$ cat config.mk
export PLATFORM = sky130hd
export DESIGN_NAME = sdhc_top
export DESIGN_NICKNAME = d
export VERILOG_FILES = /design/src/hdl/sdhc_pkg.sv /design/src/hdl/sdhc_axil_regs.sv /design/src/hdl/sd_clk_gen.sv /design/src/hdl/sd_cmd_engine.sv /design/src/hdl/sdhc_irq_ctrl.sv /design/src/hdl/sdhc_top.sv
export SDC_FILE = /design/constraint.sdc
export NUM_CORES = 1
export LEC_CHECK = 0
export ABC_AREA = 0
export BUFFER_PORTS_ARGS = -buffer_cell sky130_fd_sc_hd__clkbuf_2
export CORE_UTILIZATION = 45
export DETAILED_ROUTE_END_ITERATION = 8
export PLACE_DENSITY = 0.74
export SETUP_SLACK_MARGIN = 0.02
export SYNTH_ARGS = -nofsm -noshare
export SYNTH_HDL_FRONTEND = slang
export SYNTH_HIERARCHICAL = 1
export SYNTH_SLANG_ARGS = --single-unit
$ cat constraint.sdc
create_clock -name clk_i -period 3.4 [get_ports clk_i]
set_input_delay 0.17 -clock clk_i [delete_from_list [all_inputs] [get_ports clk_i]]
set_output_delay 0.17 -clock clk_i [all_outputs]
set_load 0.03 [all_outputs]
$ cat src/hdl/sdhc_pkg.sv
// SD host controller shared definitions
// Register map, interrupt bit positions and state encodings
package sdhc_pkg;

  localparam logic [7:0] ADDR_ARGUMENT      = 8'h00;
  localparam logic [7:0] ADDR_COMMAND       = 8'h04; // [5:0] index, [7:6] response type
  localparam logic [7:0] ADDR_RESPONSE      = 8'h08;
  localparam logic [7:0] ADDR_RESP_INDEX    = 8'h0C;
  localparam logic [7:0] ADDR_PRESENT_STATE = 8'h10;
  localparam logic [7:0] ADDR_CLOCK_DIV     = 8'h14;
  localparam logic [7:0] ADDR_INT_STATUS    = 8'h18;
  localparam logic [7:0] ADDR_INT_ENABLE    = 8'h1C;

  localparam int unsigned INT_CMD_COMPLETE    = 0;
  localparam int unsigned INT_CMD_TIMEOUT     = 1;
  localparam int unsigned INT_CMD_CRC_ERR     = 2;
  localparam int unsigned INT_CMD_INDEX_ERR   = 3;
  localparam int unsigned INT_CMD_END_BIT_ERR = 4;

  localparam int unsigned CMD_TIMEOUT_SD_CYCLES = 64;
  localparam logic [7:0]  DIV_RESET             = 8'd0;

  typedef enum logic [1:0] {
    RESP_NONE  = 2'b00,
    RESP_SHORT = 2'b01
  } resp_type_e;

  typedef enum logic [2:0] {
    IDLE, WAIT_EDGE, SEND, WAIT_START, RECEIVE, FINISH
  } cmd_state_e;

  typedef enum logic [1:0] {
    OKAY   = 2'b00,
    SLVERR = 2'b10
  } axi_resp_e;

endpackage

$ cat src/hdl/sdhc_axil_regs.sv
// SD host register block
// AXI4-Lite slave holding command, argument, divider and interrupt enable registers
`timescale 1ns/1ps

module sdhc_axil_regs import sdhc_pkg::*; #(
  parameter logic [7:0] DivReset = DIV_RESET
) (
  input  logic        clk_i,
  input  logic        software_reset_cmd_q,
  input  logic        awvalid_i,
  input  logic [7:0]  awaddr_i,
  output logic        awready_o,
  input  logic        wvalid_i,
  input  logic [31:0] wdata_i,
  input  logic [3:0]  wstrb_i,
  output logic        wready_o,
  output logic        bvalid_o,
  output axi_resp_e   bresp_o,
  input  logic        bready_i,
  input  logic        arvalid_i,
  input  logic [7:0]  araddr_i,
  output logic        arready_o,
  output logic        rvalid_o,
  output logic [31:0] rdata_o,
  output axi_resp_e   rresp_o,
  input  logic        rready_i,
  input  logic        cmd_busy_i,
  input  logic        resp_valid_i,
  input  logic [5:0]  resp_index_i,
  input  logic [31:0] resp_status_i,
  input  logic [4:0]  int_status_i,
  output logic        cmd_start_o,
  output logic [5:0]  cmd_index_o,
  output logic [31:0] cmd_arg_o,
  output resp_type_e  resp_type_o,
  output logic [7:0]  clk_div_o,
  output logic [4:0]  int_clear_o,
  output logic [4:0]  int_enable_o
);

  logic        aw_ready_q;
  logic        b_valid_q;
  axi_resp_e   b_resp_q;
  logic        ar_ready_q;
  logic        r_valid_q;
  logic [31:0] r_data_q;
  logic        wr_en;
  logic        rd_en;
  logic        cmd_inhibit;
  logic        cmd_blocked;
  logic        cmd_start_q;
  logic [31:0] arg_q;
  logic [5:0]  cmd_index_q;
  resp_type_e  resp_type_q;
  logic [7:0]  clk_div_q;
  logic [4:0]  int_enable_q;
  logic [31:0] resp_q;
  logic [5:0]  resp_index_q;
  logic [31:0] rd_mux;

  assign wr_en       = aw_ready_q && awvalid_i && wvalid_i;
  assign rd_en       = ar_ready_q && arvalid_i;
  assign cmd_inhibit = cmd_busy_i || cmd_start_q; // Start pulse counts as busy
  assign cmd_blocked = wr_en && (awaddr_i == ADDR_COMMAND) && cmd_inhibit;

  always_ff @(posedge clk_i) begin
    if (software_reset_cmd_q) begin
      aw_ready_q   <= 1'b0;
      b_valid_q    <= 1'b0;
      b_resp_q     <= OKAY;
      cmd_start_q  <= 1'b0;
      arg_q        <= '0;
      cmd_index_q  <= '0;
      resp_type_q  <= RESP_NONE;
      clk_div_q    <= DivReset;
      int_enable_q <= '0;
      resp_q       <= '0;
      resp_index_q <= '0;
    end else begin
      aw_ready_q  <= awvalid_i && wvalid_i && !b_valid_q && !aw_ready_q;
      cmd_start_q <= 1'b0;
      if (b_valid_q && bready_i) begin
        b_valid_q <= 1'b0;
      end
      if (wr_en) begin
        b_valid_q <= 1'b1;
        b_resp_q  <= cmd_blocked ? SLVERR : OKAY;
        case (awaddr_i)
          ADDR_ARGUMENT: begin
            for (int b = 0; b < 4; b++) begin
              if (wstrb_i[b]) begin
                arg_q[8*b +: 8] <= wdata_i[8*b +: 8];
              end
            end
          end
          ADDR_COMMAND: begin
            if (!cmd_inhibit) begin
              cmd_index_q <= wdata_i[5:0];
              resp_type_q <= resp_type_e'(wdata_i[7:6]);
              cmd_start_q <= 1'b1;
            end
          end
          ADDR_CLOCK_DIV:  if (wstrb_i[0]) clk_div_q <= wdata_i[7:0];
          ADDR_INT_ENABLE: if (wstrb_i[0]) int_enable_q <= wdata_i[4:0];
          default: ;
        endcase
      end
      if (resp_valid_i) begin // Latched only when a response arrived
        resp_q       <= resp_status_i;
        resp_index_q <= resp_index_i;
      end
    end
  end

  always_comb begin
    case (araddr_i)
      ADDR_ARGUMENT:      rd_mux = arg_q;
      ADDR_COMMAND:       rd_mux = {24'b0, resp_type_q, cmd_index_q};
      ADDR_RESPONSE:      rd_mux = resp_q;
      ADDR_RESP_INDEX:    rd_mux = {26'b0, resp_index_q};
      ADDR_PRESENT_STATE: rd_mux = {31'b0, cmd_busy_i};
      ADDR_CLOCK_DIV:     rd_mux = {24'b0, clk_div_q};
      ADDR_INT_STATUS:    rd_mux = {27'b0, int_status_i};
      ADDR_INT_ENABLE:    rd_mux = {27'b0, int_enable_q};
      default:            rd_mux = '0;
    endcase
  end

  always_ff @(posedge clk_i) begin
    if (software_reset_cmd_q) begin
      ar_ready_q <= 1'b0;
      r_valid_q  <= 1'b0;
      r_data_q   <= '0;
    end else begin
      ar_ready_q <= arvalid_i && !r_valid_q && !ar_ready_q;
      if (r_valid_q && rready_i) begin
        r_valid_q <= 1'b0;
      end
      if (rd_en) begin
        r_valid_q <= 1'b1;
        r_data_q  <= rd_mux;
      end
    end
  end

  assign awready_o    = aw_ready_q;
  assign wready_o     = aw_ready_q;
  assign bvalid_o     = b_valid_q;
  assign bresp_o      = b_resp_q;
  assign arready_o    = ar_ready_q;
  assign rvalid_o     = r_valid_q;
  assign rdata_o      = r_data_q;
  assign rresp_o      = OKAY;
  assign cmd_start_o  = cmd_start_q;
  assign cmd_index_o  = cmd_index_q;
  assign cmd_arg_o    = arg_q;
  assign resp_type_o  = resp_type_q;
  assign clk_div_o    = clk_div_q;
  assign int_enable_o = int_enable_q;
  // Write-one-to-clear mask toward the interrupt block
  assign int_clear_o  = (wr_en && awaddr_i == ADDR_INT_STATUS && wstrb_i[0]) ? wdata_i[4:0] : '0;

endmodule

$ cat src/hdl/sd_clk_gen.sv
// SD bus clock generator
// Divides clk_i down and flags the cycle before each SD clock edge
`timescale 1ns/1ps

module sd_clk_gen #(
  parameter logic [7:0] DivReset = 8'd0
) (
  input  logic       clk_i,
  input  logic       software_reset_cmd_q,
  input  logic [7:0] clk_div_i,
  output logic       sd_clk_o,
  output logic       sd_rise_o,
  output logic       sd_fall_o
);

  logic [7:0] cnt_q;
  logic [7:0] div_q;
  logic       sd_clk_q;
  logic       term;

  assign term = (cnt_q == div_q);

  always_ff @(posedge clk_i) begin
    if (software_reset_cmd_q) begin
      cnt_q    <= '0;
      div_q    <= DivReset;
      sd_clk_q <= 1'b0;
    end else if (term) begin
      cnt_q    <= '0;
      div_q    <= clk_div_i; // New divider only at terminal count
      sd_clk_q <= !sd_clk_q;
    end else begin
      cnt_q <= cnt_q + 8'd1;
    end
  end

  assign sd_clk_o  = sd_clk_q;
  assign sd_rise_o = term && !sd_clk_q;
  assign sd_fall_o = term && sd_clk_q;

endmodule

$ cat src/hdl/sd_cmd_engine.sv
// SD command line engine
// Sends 48-bit command frames with CRC7 and checks the short response
`timescale 1ns/1ps

module sd_cmd_engine import sdhc_pkg::*; #(
  parameter int unsigned TimeoutCycles = CMD_TIMEOUT_SD_CYCLES
) (
  input  logic        clk_i,
  input  logic        software_reset_cmd_q,
  input  logic        sd_rise_i,
  input  logic        sd_fall_i,
  input  logic        cmd_start_i,
  input  logic [5:0]  cmd_index_i,
  input  logic [31:0] cmd_arg_i,
  input  resp_type_e  resp_type_i,
  input  logic        sd_cmd_i,
  output logic        sd_cmd_o,
  output logic        sd_cmd_oe_o,
  output logic        cmd_busy_o,
  output logic        resp_valid_o,
  output logic [5:0]  resp_index_o,
  output logic [31:0] resp_status_o,
  output logic        done_o,
  output logic        timeout_o,
  output logic        crc_err_o,
  output logic        index_err_o,
  output logic        end_bit_err_o
);

  localparam int unsigned ToWidth = $clog2(TimeoutCycles + 1);

  cmd_state_e         state_q;
  resp_type_e         resp_type_q;
  logic [5:0]         bit_cnt_q;
  logic [ToWidth-1:0] to_cnt_q;
  logic [5:0]         index_q;
  logic [39:0]        tx_q;
  logic [46:0]        rx_q; // Response bits after the start bit
  logic [6:0]         crc_q;
  logic               sd_cmd_q;
  logic               sd_cmd_oe_q;
  logic               done_q;
  logic               timeout_q;
  logic               crc_err_q;
  logic               index_err_q;
  logic               end_bit_err_q;
  logic               resp_valid_q;

  // x^7 + x^3 + 1, one bit per call
  function automatic logic [6:0] crc7_next(input logic [6:0] crc, input logic din);
    logic fb;
    fb = crc[6] ^ din;
    return {crc[5:0], 1'b0} ^ (fb ? 7'h09 : 7'h00);
  endfunction

  always_ff @(posedge clk_i) begin
    if (software_reset_cmd_q) begin
      state_q       <= IDLE;
      resp_type_q   <= RESP_NONE;
      bit_cnt_q     <= '0;
      to_cnt_q      <= '0;
      sd_cmd_q      <= 1'b1;
      sd_cmd_oe_q   <= 1'b0;
      done_q        <= 1'b0;
      timeout_q     <= 1'b0;
      crc_err_q     <= 1'b0;
      index_err_q   <= 1'b0;
      end_bit_err_q <= 1'b0;
      resp_valid_q  <= 1'b0;
    end else begin
      done_q        <= 1'b0;
      timeout_q     <= 1'b0;
      crc_err_q     <= 1'b0;
      index_err_q   <= 1'b0;
      end_bit_err_q <= 1'b0;
      resp_valid_q  <= 1'b0;
      case (state_q)
        IDLE: begin
          if (cmd_start_i) begin
            resp_type_q <= resp_type_i;
            bit_cnt_q   <= '0;
            state_q     <= WAIT_EDGE;
          end
        end
        WAIT_EDGE, SEND: begin
          if (sd_fall_i) begin
            state_q     <= SEND;
            bit_cnt_q   <= bit_cnt_q + 6'd1;
            sd_cmd_oe_q <= 1'b1;
            if (bit_cnt_q < 6'd40) begin
              sd_cmd_q <= tx_q[39];
            end else if (bit_cnt_q < 6'd47) begin
              sd_cmd_q <= crc_q[6];
            end else if (bit_cnt_q == 6'd47) begin
              sd_cmd_q <= 1'b1; // End bit
            end else begin
              // Release the line for the card
              sd_cmd_oe_q <= 1'b0;
              sd_cmd_q    <= 1'b1;
              to_cnt_q    <= '0;
              state_q     <= (resp_type_q == RESP_NONE) ? FINISH : WAIT_START;
            end
          end
        end
        WAIT_START: begin
          if (sd_rise_i) begin
            if (!sd_cmd_i) begin
              bit_cnt_q <= 6'd1;
              state_q   <= RECEIVE;
            end else if (to_cnt_q == ToWidth'(TimeoutCycles - 1)) begin
              timeout_q <= 1'b1; // Frees the inhibit as well
              state_q   <= IDLE;
            end else begin
              to_cnt_q <= to_cnt_q + 1'b1;
            end
          end
        end
        RECEIVE: begin
          if (sd_rise_i) begin
            bit_cnt_q <= bit_cnt_q + 6'd1;
            if (bit_cnt_q == 6'd47) begin
              state_q <= FINISH;
            end
          end
        end
        FINISH: begin
          done_q  <= 1'b1;
          state_q <= IDLE;
          if (resp_type_q != RESP_NONE) begin
            resp_valid_q  <= 1'b1;
            crc_err_q     <= (rx_q[7:1] != crc_q);
            index_err_q   <= (rx_q[45:40] != index_q);
            end_bit_err_q <= !rx_q[0];
          end
        end
        default: state_q <= IDLE;
      endcase
    end
  end

  // Frame and CRC datapath
  always_ff @(posedge clk_i) begin
    if (software_reset_cmd_q) begin
      tx_q    <= '0;
      index_q <= '0;
      rx_q    <= '0;
      crc_q   <= '0;
    end else begin
      case (state_q)
        IDLE: begin
          if (cmd_start_i) begin
            tx_q    <= {2'b01, cmd_index_i, cmd_arg_i};
            index_q <= cmd_index_i;
            crc_q   <= '0;
          end
        end
        WAIT_EDGE, SEND: begin
          if (sd_fall_i) begin
            if (bit_cnt_q < 6'd40) begin
              tx_q  <= {tx_q[38:0], 1'b0};
              crc_q <= crc7_next(crc_q, tx_q[39]);
            end else if (bit_cnt_q < 6'd47) begin
              crc_q <= {crc_q[5:0], 1'b0};
            end
          end
        end
        WAIT_START: begin
          if (sd_rise_i && !sd_cmd_i) begin
            rx_q  <= '0;
            crc_q <= crc7_next(7'd0, 1'b0); // Start bit
          end
        end
        RECEIVE: begin
          if (sd_rise_i) begin
            rx_q <= {rx_q[45:0], sd_cmd_i};
            if (bit_cnt_q < 6'd40) begin
              crc_q <= crc7_next(crc_q, sd_cmd_i);
            end
          end
        end
        default: ;
      endcase
    end
  end

  assign sd_cmd_o      = sd_cmd_q;
  assign sd_cmd_oe_o   = sd_cmd_oe_q;
  assign cmd_busy_o    = (state_q != IDLE);
  assign resp_valid_o  = resp_valid_q;
  assign resp_index_o  = rx_q[45:40];
  assign resp_status_o = rx_q[39:8];
  assign done_o        = done_q;
  assign timeout_o     = timeout_q;
  assign crc_err_o     = crc_err_q;
  assign index_err_o   = index_err_q;
  assign end_bit_err_o = end_bit_err_q;

endmodule

$ cat src/hdl/sdhc_irq_ctrl.sv
// Interrupt status and mask
// Sticky event bits, write-one-to-clear, single interrupt line
`timescale 1ns/1ps

module sdhc_irq_ctrl (
  input  logic       clk_i,
  input  logic       software_reset_cmd_q,
  input  logic [4:0] event_i,
  input  logic [4:0] int_clear_i,
  input  logic [4:0] int_enable_i,
  output logic [4:0] int_status_o,
  output logic       interrupt_o
);

  logic [4:0] status_q;

  always_ff @(posedge clk_i) begin
    if (software_reset_cmd_q) begin
      status_q <= '0;
    end else begin
      status_q <= (status_q & ~int_clear_i) | event_i; // Set beats clear
    end
  end

  assign int_status_o = status_q;
  assign interrupt_o  = |(status_q & int_enable_i);

endmodule

$ cat src/hdl/sdhc_top.sv
// SD host controller, command path
// Register port, SD clock divider, command engine and interrupts
`timescale 1ns/1ps

module sdhc_top import sdhc_pkg::*; #(
  parameter int unsigned TimeoutCycles = CMD_TIMEOUT_SD_CYCLES,
  parameter logic [7:0]  DivReset      = DIV_RESET
) (
  input  logic        clk_i,
  input  logic        software_reset_cmd_q,
  input  logic        awvalid_i,
  input  logic [7:0]  awaddr_i,
  output logic        awready_o,
  input  logic        wvalid_i,
  input  logic [31:0] wdata_i,
  input  logic [3:0]  wstrb_i,
  output logic        wready_o,
  output logic        bvalid_o,
  output axi_resp_e   bresp_o,
  input  logic        bready_i,
  input  logic        arvalid_i,
  input  logic [7:0]  araddr_i,
  output logic        arready_o,
  output logic        rvalid_o,
  output logic [31:0] rdata_o,
  output axi_resp_e   rresp_o,
  input  logic        rready_i,
  output logic        sd_clk_o,
  output logic        sd_cmd_o,
  output logic        sd_cmd_oe_o,
  input  logic        sd_cmd_i,
  output logic        interrupt_o
);

  logic        cmd_start;
  logic [5:0]  cmd_index;
  logic [31:0] cmd_arg;
  resp_type_e  resp_type;
  logic [7:0]  clk_div;
  logic        cmd_busy;
  logic        resp_valid;
  logic [5:0]  resp_index;
  logic [31:0] resp_status;
  logic [4:0]  int_status;
  logic [4:0]  int_clear;
  logic [4:0]  int_enable;
  logic        sd_rise;
  logic        sd_fall;
  logic        cmd_done;
  logic        cmd_timeout;
  logic        crc_err;
  logic        index_err;
  logic        end_bit_err;
  logic [4:0]  events;

  assign events[INT_CMD_COMPLETE]    = cmd_done;
  assign events[INT_CMD_TIMEOUT]     = cmd_timeout;
  assign events[INT_CMD_CRC_ERR]     = crc_err;
  assign events[INT_CMD_INDEX_ERR]   = index_err;
  assign events[INT_CMD_END_BIT_ERR] = end_bit_err;

  sdhc_axil_regs #(
    .DivReset (DivReset)
  ) i_regs (
    .clk_i, .software_reset_cmd_q,
    .awvalid_i, .awaddr_i, .awready_o, .wvalid_i, .wdata_i, .wstrb_i, .wready_o,
    .bvalid_o, .bresp_o, .bready_i,
    .arvalid_i, .araddr_i, .arready_o, .rvalid_o, .rdata_o, .rresp_o, .rready_i,
    .cmd_busy_i    (cmd_busy),
    .resp_valid_i  (resp_valid),
    .resp_index_i  (resp_index),
    .resp_status_i (resp_status),
    .int_status_i  (int_status),
    .cmd_start_o   (cmd_start),
    .cmd_index_o   (cmd_index),
    .cmd_arg_o     (cmd_arg),
    .resp_type_o   (resp_type),
    .clk_div_o     (clk_div),
    .int_clear_o   (int_clear),
    .int_enable_o  (int_enable)
  );

  sd_clk_gen #(
    .DivReset (DivReset)
  ) i_sd_clk_gen (
    .clk_i, .software_reset_cmd_q,
    .clk_div_i (clk_div),
    .sd_clk_o,
    .sd_rise_o (sd_rise),
    .sd_fall_o (sd_fall)
  );

  sd_cmd_engine #(
    .TimeoutCycles (TimeoutCycles)
  ) i_cmd_engine (
    .clk_i, .software_reset_cmd_q,
    .sd_rise_i     (sd_rise),
    .sd_fall_i     (sd_fall),
    .cmd_start_i   (cmd_start),
    .cmd_index_i   (cmd_index),
    .cmd_arg_i     (cmd_arg),
    .resp_type_i   (resp_type),
    .sd_cmd_i,
    .sd_cmd_o,
    .sd_cmd_oe_o,
    .cmd_busy_o    (cmd_busy),
    .resp_valid_o  (resp_valid),
    .resp_index_o  (resp_index),
    .resp_status_o (resp_status),
    .done_o        (cmd_done),
    .timeout_o     (cmd_timeout),
    .crc_err_o     (crc_err),
    .index_err_o   (index_err),
    .end_bit_err_o (end_bit_err)
  );

  sdhc_irq_ctrl i_irq_ctrl (
    .clk_i, .software_reset_cmd_q,
    .event_i      (events),
    .int_clear_i  (int_clear),
    .int_enable_i (int_enable),
    .int_status_o (int_status),
    .interrupt_o
  );

endmodule

==> results of run 1 <==
synthesized netlist by cell type, types with 22 or more instances:
master	number	area (um2)
nand2b_1	50	313
a311oi_2	37	556
buf_4	46	345
o21ai_0	52	260
nor2_1	145	544
clkbuf_1	65	244
a21oi_1	73	365
nand3_1	23	115
o21ai_1	25	125
nand4_1	33	206
mux2i_1	70	701
nand2_1	142	533
a22oi_1	83	623
dfxtp_1	276	5530
xnor2_1	22	193
area by class of cell:
cell class / count / share of cell area [%]
clock buffers: 45 / 6.31
well taps: 335 / 3.02
multi-input cells: 910 / 42.1
inverters: 15 / 0.406
repair buffers: 158 / 7.57
flip-flops and latches: 276 / 39.8
clock inverters: 9 / 0.803
stage by stage:
| stage | power [uW] | cells | utilization (%) |
|---|---|---|---|
| 2_1_floorplan | 4850 | 1340 | - |
| 3_3_place_gp | 5030 | 1655 | 47.6 |
| 3_5_place_dp | 5070 | 1655 | 47.6 |
| 4_1_cts | 8320 | 1748 | 52.8 |
| 5_1_grt | 8640 | 1748 | 52.8 |
| 6_report | 8290 | 1748 | 52.8 |
where the power goes:
group          leakage (uW)  internal [uW]  switching [uW]  total (uW)
registers           0.00223           3430             157        3590
logic               0.00212            496             971        1470
clock network      0.000485           1930            1310        3240
how the worst max path moves through the flow:
stage	depth (start not counted)	to	slack, ps
after floorplan	9	i_cmd_engine/tx_q[10]$_SDFFE_PP0P_	1010
after global placement	9	i_cmd_engine/tx_q[21]$_SDFFE_PP0P_	740
after detailed placement	9	i_cmd_engine/tx_q[12]$_SDFFE_PP0P_	580
after CTS	9	i_cmd_engine/tx_q[12]$_SDFFE_PP0P_	580
after global routing	9	i_cmd_engine/crc_q[0]$_SDFFE_PP0P_	310
final	9	i_cmd_engine/tx_q[12]$_SDFFE_PP0P_	560
worst max-delay path, stage by stage, from the launching register on:
cell,delay (ps)
dfxtp_1,400
xnor2_1,160
nand4_1,120
buf_4,190
nor3_1,440
a21boi_0,270
a2111oi_4,370
buf_12,370
nor2_1,110
a311oi_2,260
logic make-up after synthesis:
| kind of cell | synth area share (%) |
|---|---|
| AO/OA/AOI/OAI | 18.9 |
| XOR/XNOR | 2.52 |
| adder cells (fa/ha/maj) | 0.308 |
| buffers and inverters | 7.04 |
| flip-flops | 45.4 |
| multiplexers | 6.96 |
| other | 0.0308 |
| AND/OR/NAND/NOR | 18.9 |
cells in the final DEF, fill, tap and decap left out, drive strengths merged, types with 3 or more instances in the layout:
master and n:
o21ai 80, xnor2 22, o22ai 5, nor2 147, buf 19, ha 3, dfxtp 276, mux2i 70
mux4 4, a22o 4, nand3b 5, a311oi 42, nand2 142, a21oi 73, nand4 33, a22oi 83
and2 10, nand3 25, nor3 21, and3 5, or3 5, nand2b 50, clkbuf 145, mux2 5
nor4 13, or4 3, dlygate4sd3 39, clkinv 4, conb 3, nor2b 5, inv 17, nor3b 4
xor2 13, o21a 4, and4 3
flip-flops by register name, summed over array words and instances, names as in the netlist, 3 cells and up:
register,flops
i_cmd_engine/state_q,3
i_cmd_engine/crc_q,7
i_regs/resp_q,32
i_sd_clk_gen/cnt_q,8
i_irq_ctrl/int_status_o,5
i_regs/resp_index_q,6
i_cmd_engine/bit_cnt_q,6
i_cmd_engine/rx_q,46
i_regs/cmd_index_o,6
i_sd_clk_gen/div_q,8
i_cmd_engine/index_q,6
i_regs/rdata_o,32
i_cmd_engine/tx_q,40
i_regs/clk_div_o,8
i_regs/int_enable_o,5
i_cmd_engine/to_cnt_q,7
i_regs/cmd_arg_o,32
layer usage:
metal | share of wire [%] | GRT usage (%) | vias up | wire, um
met3 | 5.6 | 2.33 | 47 | 1660
met2 | 46 | 34.4 | 303 | 13700
met5 | 0 | 0 | - | 0
li1 | - | - | 4823 | -
met1 | 47 | 29.4 | 4841 | 13900
met4 | 2.0 | 5.56 | 0 | 601
timing repair:
action	CTS	global route
resized for setup	0	0
hold buffers	39	0
hold endpoints to repair	38	0
==> results.ini, run 1 <==
[clock_tree]
cts.path.max_buffers = 3
insertion_delay_ps = 550
cts_buffers = 29
postCtsSetupBuffers = 0
cts.clk_slew.worst_paths_ps = 60
htreeDepth = 1
cts.sinks = 276
cts_root_buffer = clkbuf_16
cts_tree = yes

[place]
port_buffers = 101
dp_hpwl_um = 19200
gp_congestion = 0.838
placed_area_mm2 = 0.0125
place_ws_ps = 584

[hold_path]
hp-start = wstrb_i[3]
hp-class = input port to flop
min_path_cells = 3
min_to = i_regs/cmd_arg_o[27]$_SDFFE_PP0P_

[setup_path]
crit_arrival_ps = 3300
reg2reg_depth = 9
cp-start-kind = flop
cp_max_fo = 77
r2r_setup_slack_ps = 560
endpoint_kind = flop
critPathKind = flop to flop
r2r_end = i_cmd_engine/tx_q[12]$_SDFFE_PP0P_
startpoint = i_sd_clk_gen/cnt_q[1]$_SDFF_PP0_
reg2reg_from = i_sd_clk_gen/cnt_q[1]$_SDFF_PP0_
crit_required_ps = 3860

[grt]
grt_pass1_wl_um = 48600
grt_max_degree = 92
grt_use_total_pct = 21.0
grt_pass1_vias = 9409
antenna_found_initial = 0
overflow = 0

[timing]
drv_slew = 0
relSlewSlack_pct = 33.9
skew_ps = 20.7
hold_viol_final = 0
worst_slack_ps = 563
setup_viol = 0
fmax_mhz = 353
rsz0062_at_grt = false
finalCritPeriodShare_pct = 83.4
tightest_slew_ps = 991
tns_ps = 0
min_period_ps = 2840
hold_ws_ps = 4.62

[floorplan]
io_pins = 105
fp.dieH_um = 166
start_util_pct = 46.3
rows = 59
fp.dieW_um = 166
core_mm2 = 0.0263
dieArea_mm2 = 0.0277

[yosys]
synth_enable_flop_cells = 0
synth_ff_type = dfxtp_1
yosysSeqAreaShare_pct = 45.4
syn_area_per_cell_um2 = 9.10
yosysWarnings = 6
synthesis.instances = 1338
syn_area_mm2 = 0.0122
ys_seq_elements = 276
synth.distinct_cells = 71
synthArstFlopShare_pct = 0

[cells_and_area]
fin_nets = 1453
multi_input_area_mm2 = 0.00584
drive_above_1_share_pct = 17.0
seqCellArea_mm2 = 0.00553
design_area_mm2 = 0.0139
diodes = 0
area_growth_pct = 14.0
fill_cells = 2327

[status]
status = finished with violations
violations = design-rule violations

[drt]
vias_per_cell = 5.73
drt_first_pass_iters = 7
via_count = 10000
drcViolationCount = 7
drt_iter0_markers = 838
wl_um = 29800
ant_nets = 0
wire_per_inst_um = 17.1

[pwr]
power_density_mw_per_mm2 = 598
irDropWorstVdd_mv = 0.404
p_leak_uw = 0.00484

[flow_run]
drv_cap = 0

(Power assumes the default switching activity.)
==> inputs of run 2 (changes only) <==
==> constraint.sdc (replaced) <==
create_clock -name clk_i -period 2.7 [get_ports clk_i]
set_input_delay 0.135 -clock clk_i [delete_from_list [all_inputs] [get_ports clk_i]]
set_output_delay 0.135 -clock clk_i [all_outputs]
set_load 0.03 [all_outputs]
==> results.ini, run 2 (synthesis results as in run 1) <==
[drt]
via_count = 10300
vias_per_cell = 5.79
wire_per_inst_um = 17.7
ant_nets = 0
drt_iter0_markers = 1135
drt_first_pass_iters = 7
drcViolationCount = 7
wl_um = 31400

[floorplan]
start_util_pct = 46.3
io_pins = 105
dieArea_mm2 = 0.0277
core_mm2 = 0.0263
fp.dieH_um = 166
fp.dieW_um = 166
rows = 59

[cells_and_area]
layout_commonest_cell = dfxtp_1
largest_registers = i_cmd_engine/rx_q (46), i_cmd_engine/tx_q (40)
utilization_pct = 53.9
drive_above_1_share_pct = 17.2
fill_cells = 2273
regMostFlops = i_cmd_engine/rx_q
area_growth_pct = 16.3
largest_register_ffs = 46
final_cell_mix = dfxtp_1 (275), nor2_1 (144), nand2_1 (142)
fin_nets = 1478
diodes = 0

[timing]
setup_viol = 0
finalCritPeriodShare_pct = 92.8
tns_ps = 0
min_period_ps = 2500
worst_slack_ps = 195
fmax_mhz = 399
relSlewSlack_pct = 35.1
rsz0062_at_grt = true
hold_ws_ps = 23.6
drv_slew = 0
hold_viol_final = 0
tightest_slew_ps = 963
skew_ps = 10.1

[pwr]
p_leak_uw = 0.00496
p_total_uw = 10700
power_density_mw_per_mm2 = 755
irDropWorstVdd_mv = 0.464

[setup_path]
critPathKind = flop to flop
r2r_setup_slack_ps = 200
cp-start-kind = flop
cp_max_fo = 11
crit_arrival_ps = 2950
crit_required_ps = 3150
endpoint_kind = flop

[grt]
grt_pass1_wl_um = 49400
grt_use_total_pct = 21.5
antenna_found_initial = 0
overflow = 0
grt_pass1_vias = 9693
grt_max_degree = 78

[place]
place_ws_ps = 80.2
gp_congestion = 0.895
dp_hpwl_um = 19500
port_buffers = 101

[status]
violations = design-rule violations
status = finished with violations

[clock_tree]
insertion_delay_ps = 540
cts_buffers = 29
htreeDepth = 1
cts.sinks = 276
cts.path.max_buffers = 3
cts.clk_slew.worst_paths_ps = 60
cts_root_buffer = clkbuf_16
cts_tree = yes

[flow_run]
drv_cap = 0

[hold_path]
hp-class = input port to flop

[run 2: changes by cell type in the layout (fill, tap and decap cells not counted), moves of 2 or more]
cell,previous run,this run
buf_12,1,4
buf_4,17,22
bufinv_16,2,4
clkbuf_1,7,9
clkbuf_8,9,4
dlygate4sd3_1,39,54
[run 2: final cells by class]
type	instances	area, um2	area share [%]
Clock inverter	10	165	1.17
Tap cell	335	419	2.96
Clock buffer	42	815	5.75
Sequential cell	276	5530	39.0
Inverter	15	56.3	0.398
Timing Repair Buffer	183	1330	9.42
Multi-Input combinational cell	910	5840	41.3
[run 2: critical path, cell delays in order, from the launching register on]
cell and delay (ps):
dfxtp_1 410, xnor2_1 170, and4_1 420, nand3_2 120, inv_1 110, mux2_2 160
o22ai_1 190, nor2_2 440, a21oi_1 130, a311oi_1 260
[run 2: repair_timing]
action	CTS	global route
hold endpoints to repair	61	0
setup buffers	0	1
endpoints found under the setup margin	0	24
hold buffers	54	0
resized for setup	0	5
[run 2: worst paths after layout]
check,cells past startpoint,endpoint,startpoint
setup / recovery,9,i_cmd_engine/crc_q[0]$_SDFFE_PP0P_,i_sd_clk_gen/cnt_q[2]$_SDFF_PP0_
setup reg to reg,9,i_cmd_engine/crc_q[0]$_SDFFE_PP0P_,i_sd_clk_gen/cnt_q[2]$_SDFF_PP0_
hold / removal,3,i_regs/cmd_arg_o[15]$_SDFFE_PP0P_,wstrb_i[1]
hold reg to reg,2,i_cmd_engine/to_cnt_q[6]$_SDFFE_PP0P_,i_cmd_engine/to_cnt_q[6]$_SDFFE_PP0P_
[run 2: report_power, final]
part           total, uW  internal (uW)  switching, uW
clock network       4110           2470           1640
registers           4510           4320            192
logic               2070            748           1320
[run 2: per-stage QoR]
step                area [um2]  std cells
finish                   14200       1771
global route             14200       1771
CTS                      14100       1768
detailed placement       12600       1662
global placement         12600       1662
floorplan                12200       1340
[run 2: per-layer routing]
layer  global-route usage [%]  vias up  share of wire (%)
met3                     2.90       50                6.0
met5                        0        -                  0
met1                     29.7     4974                 45
met4                     5.92        0                2.2
met2                     35.2      380                 46
li1                         -     4847                  -
==> inputs of run 3 (changes only) <==
--- a/config.mk
+++ b/config.mk
@@ -6,7 +6,7 @@
 export NUM_CORES = 1
 export LEC_CHECK = 0
 export ABC_AREA = 0
-export BUFFER_PORTS_ARGS = -buffer_cell sky130_fd_sc_hd__clkbuf_2
+export BUFFER_PORTS_ARGS = -buffer_cell sky130_fd_sc_hd__buf_2
 export CORE_UTILIZATION = 45
 export DETAILED_ROUTE_END_ITERATION = 8
 export PLACE_DENSITY = 0.74
==> results.ini, run 3 (synthesis results as in run 1) <==
[status]
status = finished with violations
violations = design-rule violations

[clock_tree]
cts.clk_slew.worst_paths_ps = 60
cts.sinks = 276
cts_root_buffer = clkbuf_16
htreeDepth = 1
cts.path.max_buffers = 3
cts_tree = yes
insertion_delay_ps = 540
cts_buffers = 29

[grt]
grt_pass1_vias = 9626
antenna_found_initial = 0
overflow = 0
grt_pass1_wl_um = 49600
grt_max_degree = 89
grt_use_total_pct = 21.5

[timing]
tightest_slew_ps = 988
rsz0062_at_grt = false
min_period_ps = 2470
tns_ps = 0
setup_viol = 0
hold_viol_final = 0
drv_slew = 0
relSlewSlack_pct = 34.1
skew_ps = 16.5
finalCritPeriodShare_pct = 91.5
fmax_mhz = 405

[setup_path]
startpoint = i_sd_clk_gen/cnt_q[6]$_SDFF_PP0_
cp_max_fo = 38
critPathKind = flop to flop
setup.worst_path.end = i_cmd_engine/tx_q[39]$_SDFFE_PP0P_
endpoint_kind = flop
r2r_end = i_cmd_engine/tx_q[39]$_SDFFE_PP0P_
cp-start-kind = flop
crit_required_ps = 3090
reg2reg_from = i_sd_clk_gen/cnt_q[6]$_SDFF_PP0_
crit_arrival_ps = 2860
r2r_setup_slack_ps = 230
reg2reg_depth = 11

[pwr]
power_density_mw_per_mm2 = 764
p_leak_uw = 0.00502
irDropWorstVdd_mv = 0.496

[cells_and_area]
final_cell_mix = dfxtp_1 (275), nor2_1 (144), nand2_1 (142)
fill_cells = 2288
diodes = 0
drive_above_1_share_pct = 17.6
largest_registers = i_cmd_engine/rx_q (46), i_cmd_engine/tx_q (40)
regMostFlops = i_cmd_engine/rx_q
design_area_mm2 = 0.0143
layout_commonest_cell = dfxtp_1
area_growth_pct = 17.9
fin_nets = 1487
largest_register_ffs = 46

[drt]
wl_um = 31200
drt_first_pass_iters = 9
wire_per_inst_um = 17.5
drt_iter0_markers = 970
vias_per_cell = 5.73
via_count = 10200
drcViolationCount = 6
ant_nets = 0

[place]
dp_hpwl_um = 19500
port_buffers = 101
gp_congestion = 0.885
placed_area_mm2 = 0.0126

[floorplan]
rows = 59
start_util_pct = 46.3
fp.dieW_um = 166
dieArea_mm2 = 0.0277
fp.dieH_um = 166
io_pins = 105
core_mm2 = 0.0263

[flow_run]
drv_cap = 0

[hold_path]
min_path_cells = 4
hp-class = input port to flop

==> run 3: worst min path at each step <==
stage,end,start
after floorplan,i_irq_ctrl/int_status_o[0]$_SDFF_PP0_,software_reset_cmd_q
after global placement,i_regs/awready_o$_SDFF_PP0_,awvalid_i
after detailed placement,i_regs/awready_o$_SDFF_PP0_,awvalid_i
after CTS,i_irq_ctrl/int_status_o[2]$_SDFF_PP0_,wdata_i[2]
after global routing,i_regs/cmd_arg_o[2]$_SDFFE_PP0P_,wdata_i[2]
final,i_irq_ctrl/int_status_o[2]$_SDFF_PP0_,wdata_i[2]
==> run 3: stage by stage <==
stage / hold slack [ps] / util [%] / worst slack, ps / total power, uW / cells
floorplan: 204 / - / 313 / 6110 / 1340
global placement: 387 / 47.9 / 255 / 6400 / 1662
detailed placement: 388 / 47.9 / 138 / 6460 / 1662
CTS: 3.28 / 54.5 / 116 / 10900 / 1779
global route: 36.8 / 54.6 / 64.7 / 11400 / 1781
finish: 12.7 / 54.6 / 230 / 11000 / 1781
==> run 3: cell type report <==
class	count	area [um2]	area share, %
Tap cell	335	419	2.92
Inverter	15	56.3	0.392
Multi-Input combinational cell	910	5840	40.7
Clock buffer	39	853	5.95
Sequential cell	276	5530	38.5
Clock inverter	14	235	1.64
Timing Repair Buffer	192	1420	9.88
==> run 3: worst max-delay path: stages (launching register included) <==
cell       delay (ps)
dfxtp_1           390
xnor2_1           160
nand4_1           140
nor3_1            210
buf_4             170
mux2_2            170
nor2_1             70
a2111oi_4         210
buf_4             200
buf_8             340
nand2b_1          160
a21oi_1            50
==> run 3: power by group <==
part	internal [uW]	leakage (uW)	total, uW	switching [uW]
Clock	2790	0.000535	4440	1650
Combinational	727	0.00226	2030	1300
Sequential	4320	0.00223	4500	177
==> run 3: timing repair <==
action	CTS	global route
endpoints found under the setup margin	0	11
endpoints found under the hold margin	72	0
gates resized for setup	0	4
buffers inserted	0	1
hold buffers	64	0
==> run 3: metal layers <==
| layer | wire length [um] | vias to the layer above | track usage (%) |
|---|---|---|---|
| li1 | - | 4891 | - |
| met1 | 14100 | 4950 | 29.0 |
| met2 | 14800 | 332 | 36.3 |
| met3 | 1800 | 41 | 3.18 |
| met4 | 535 | 0 | 5.23 |
| met5 | 0 | - | 0 |
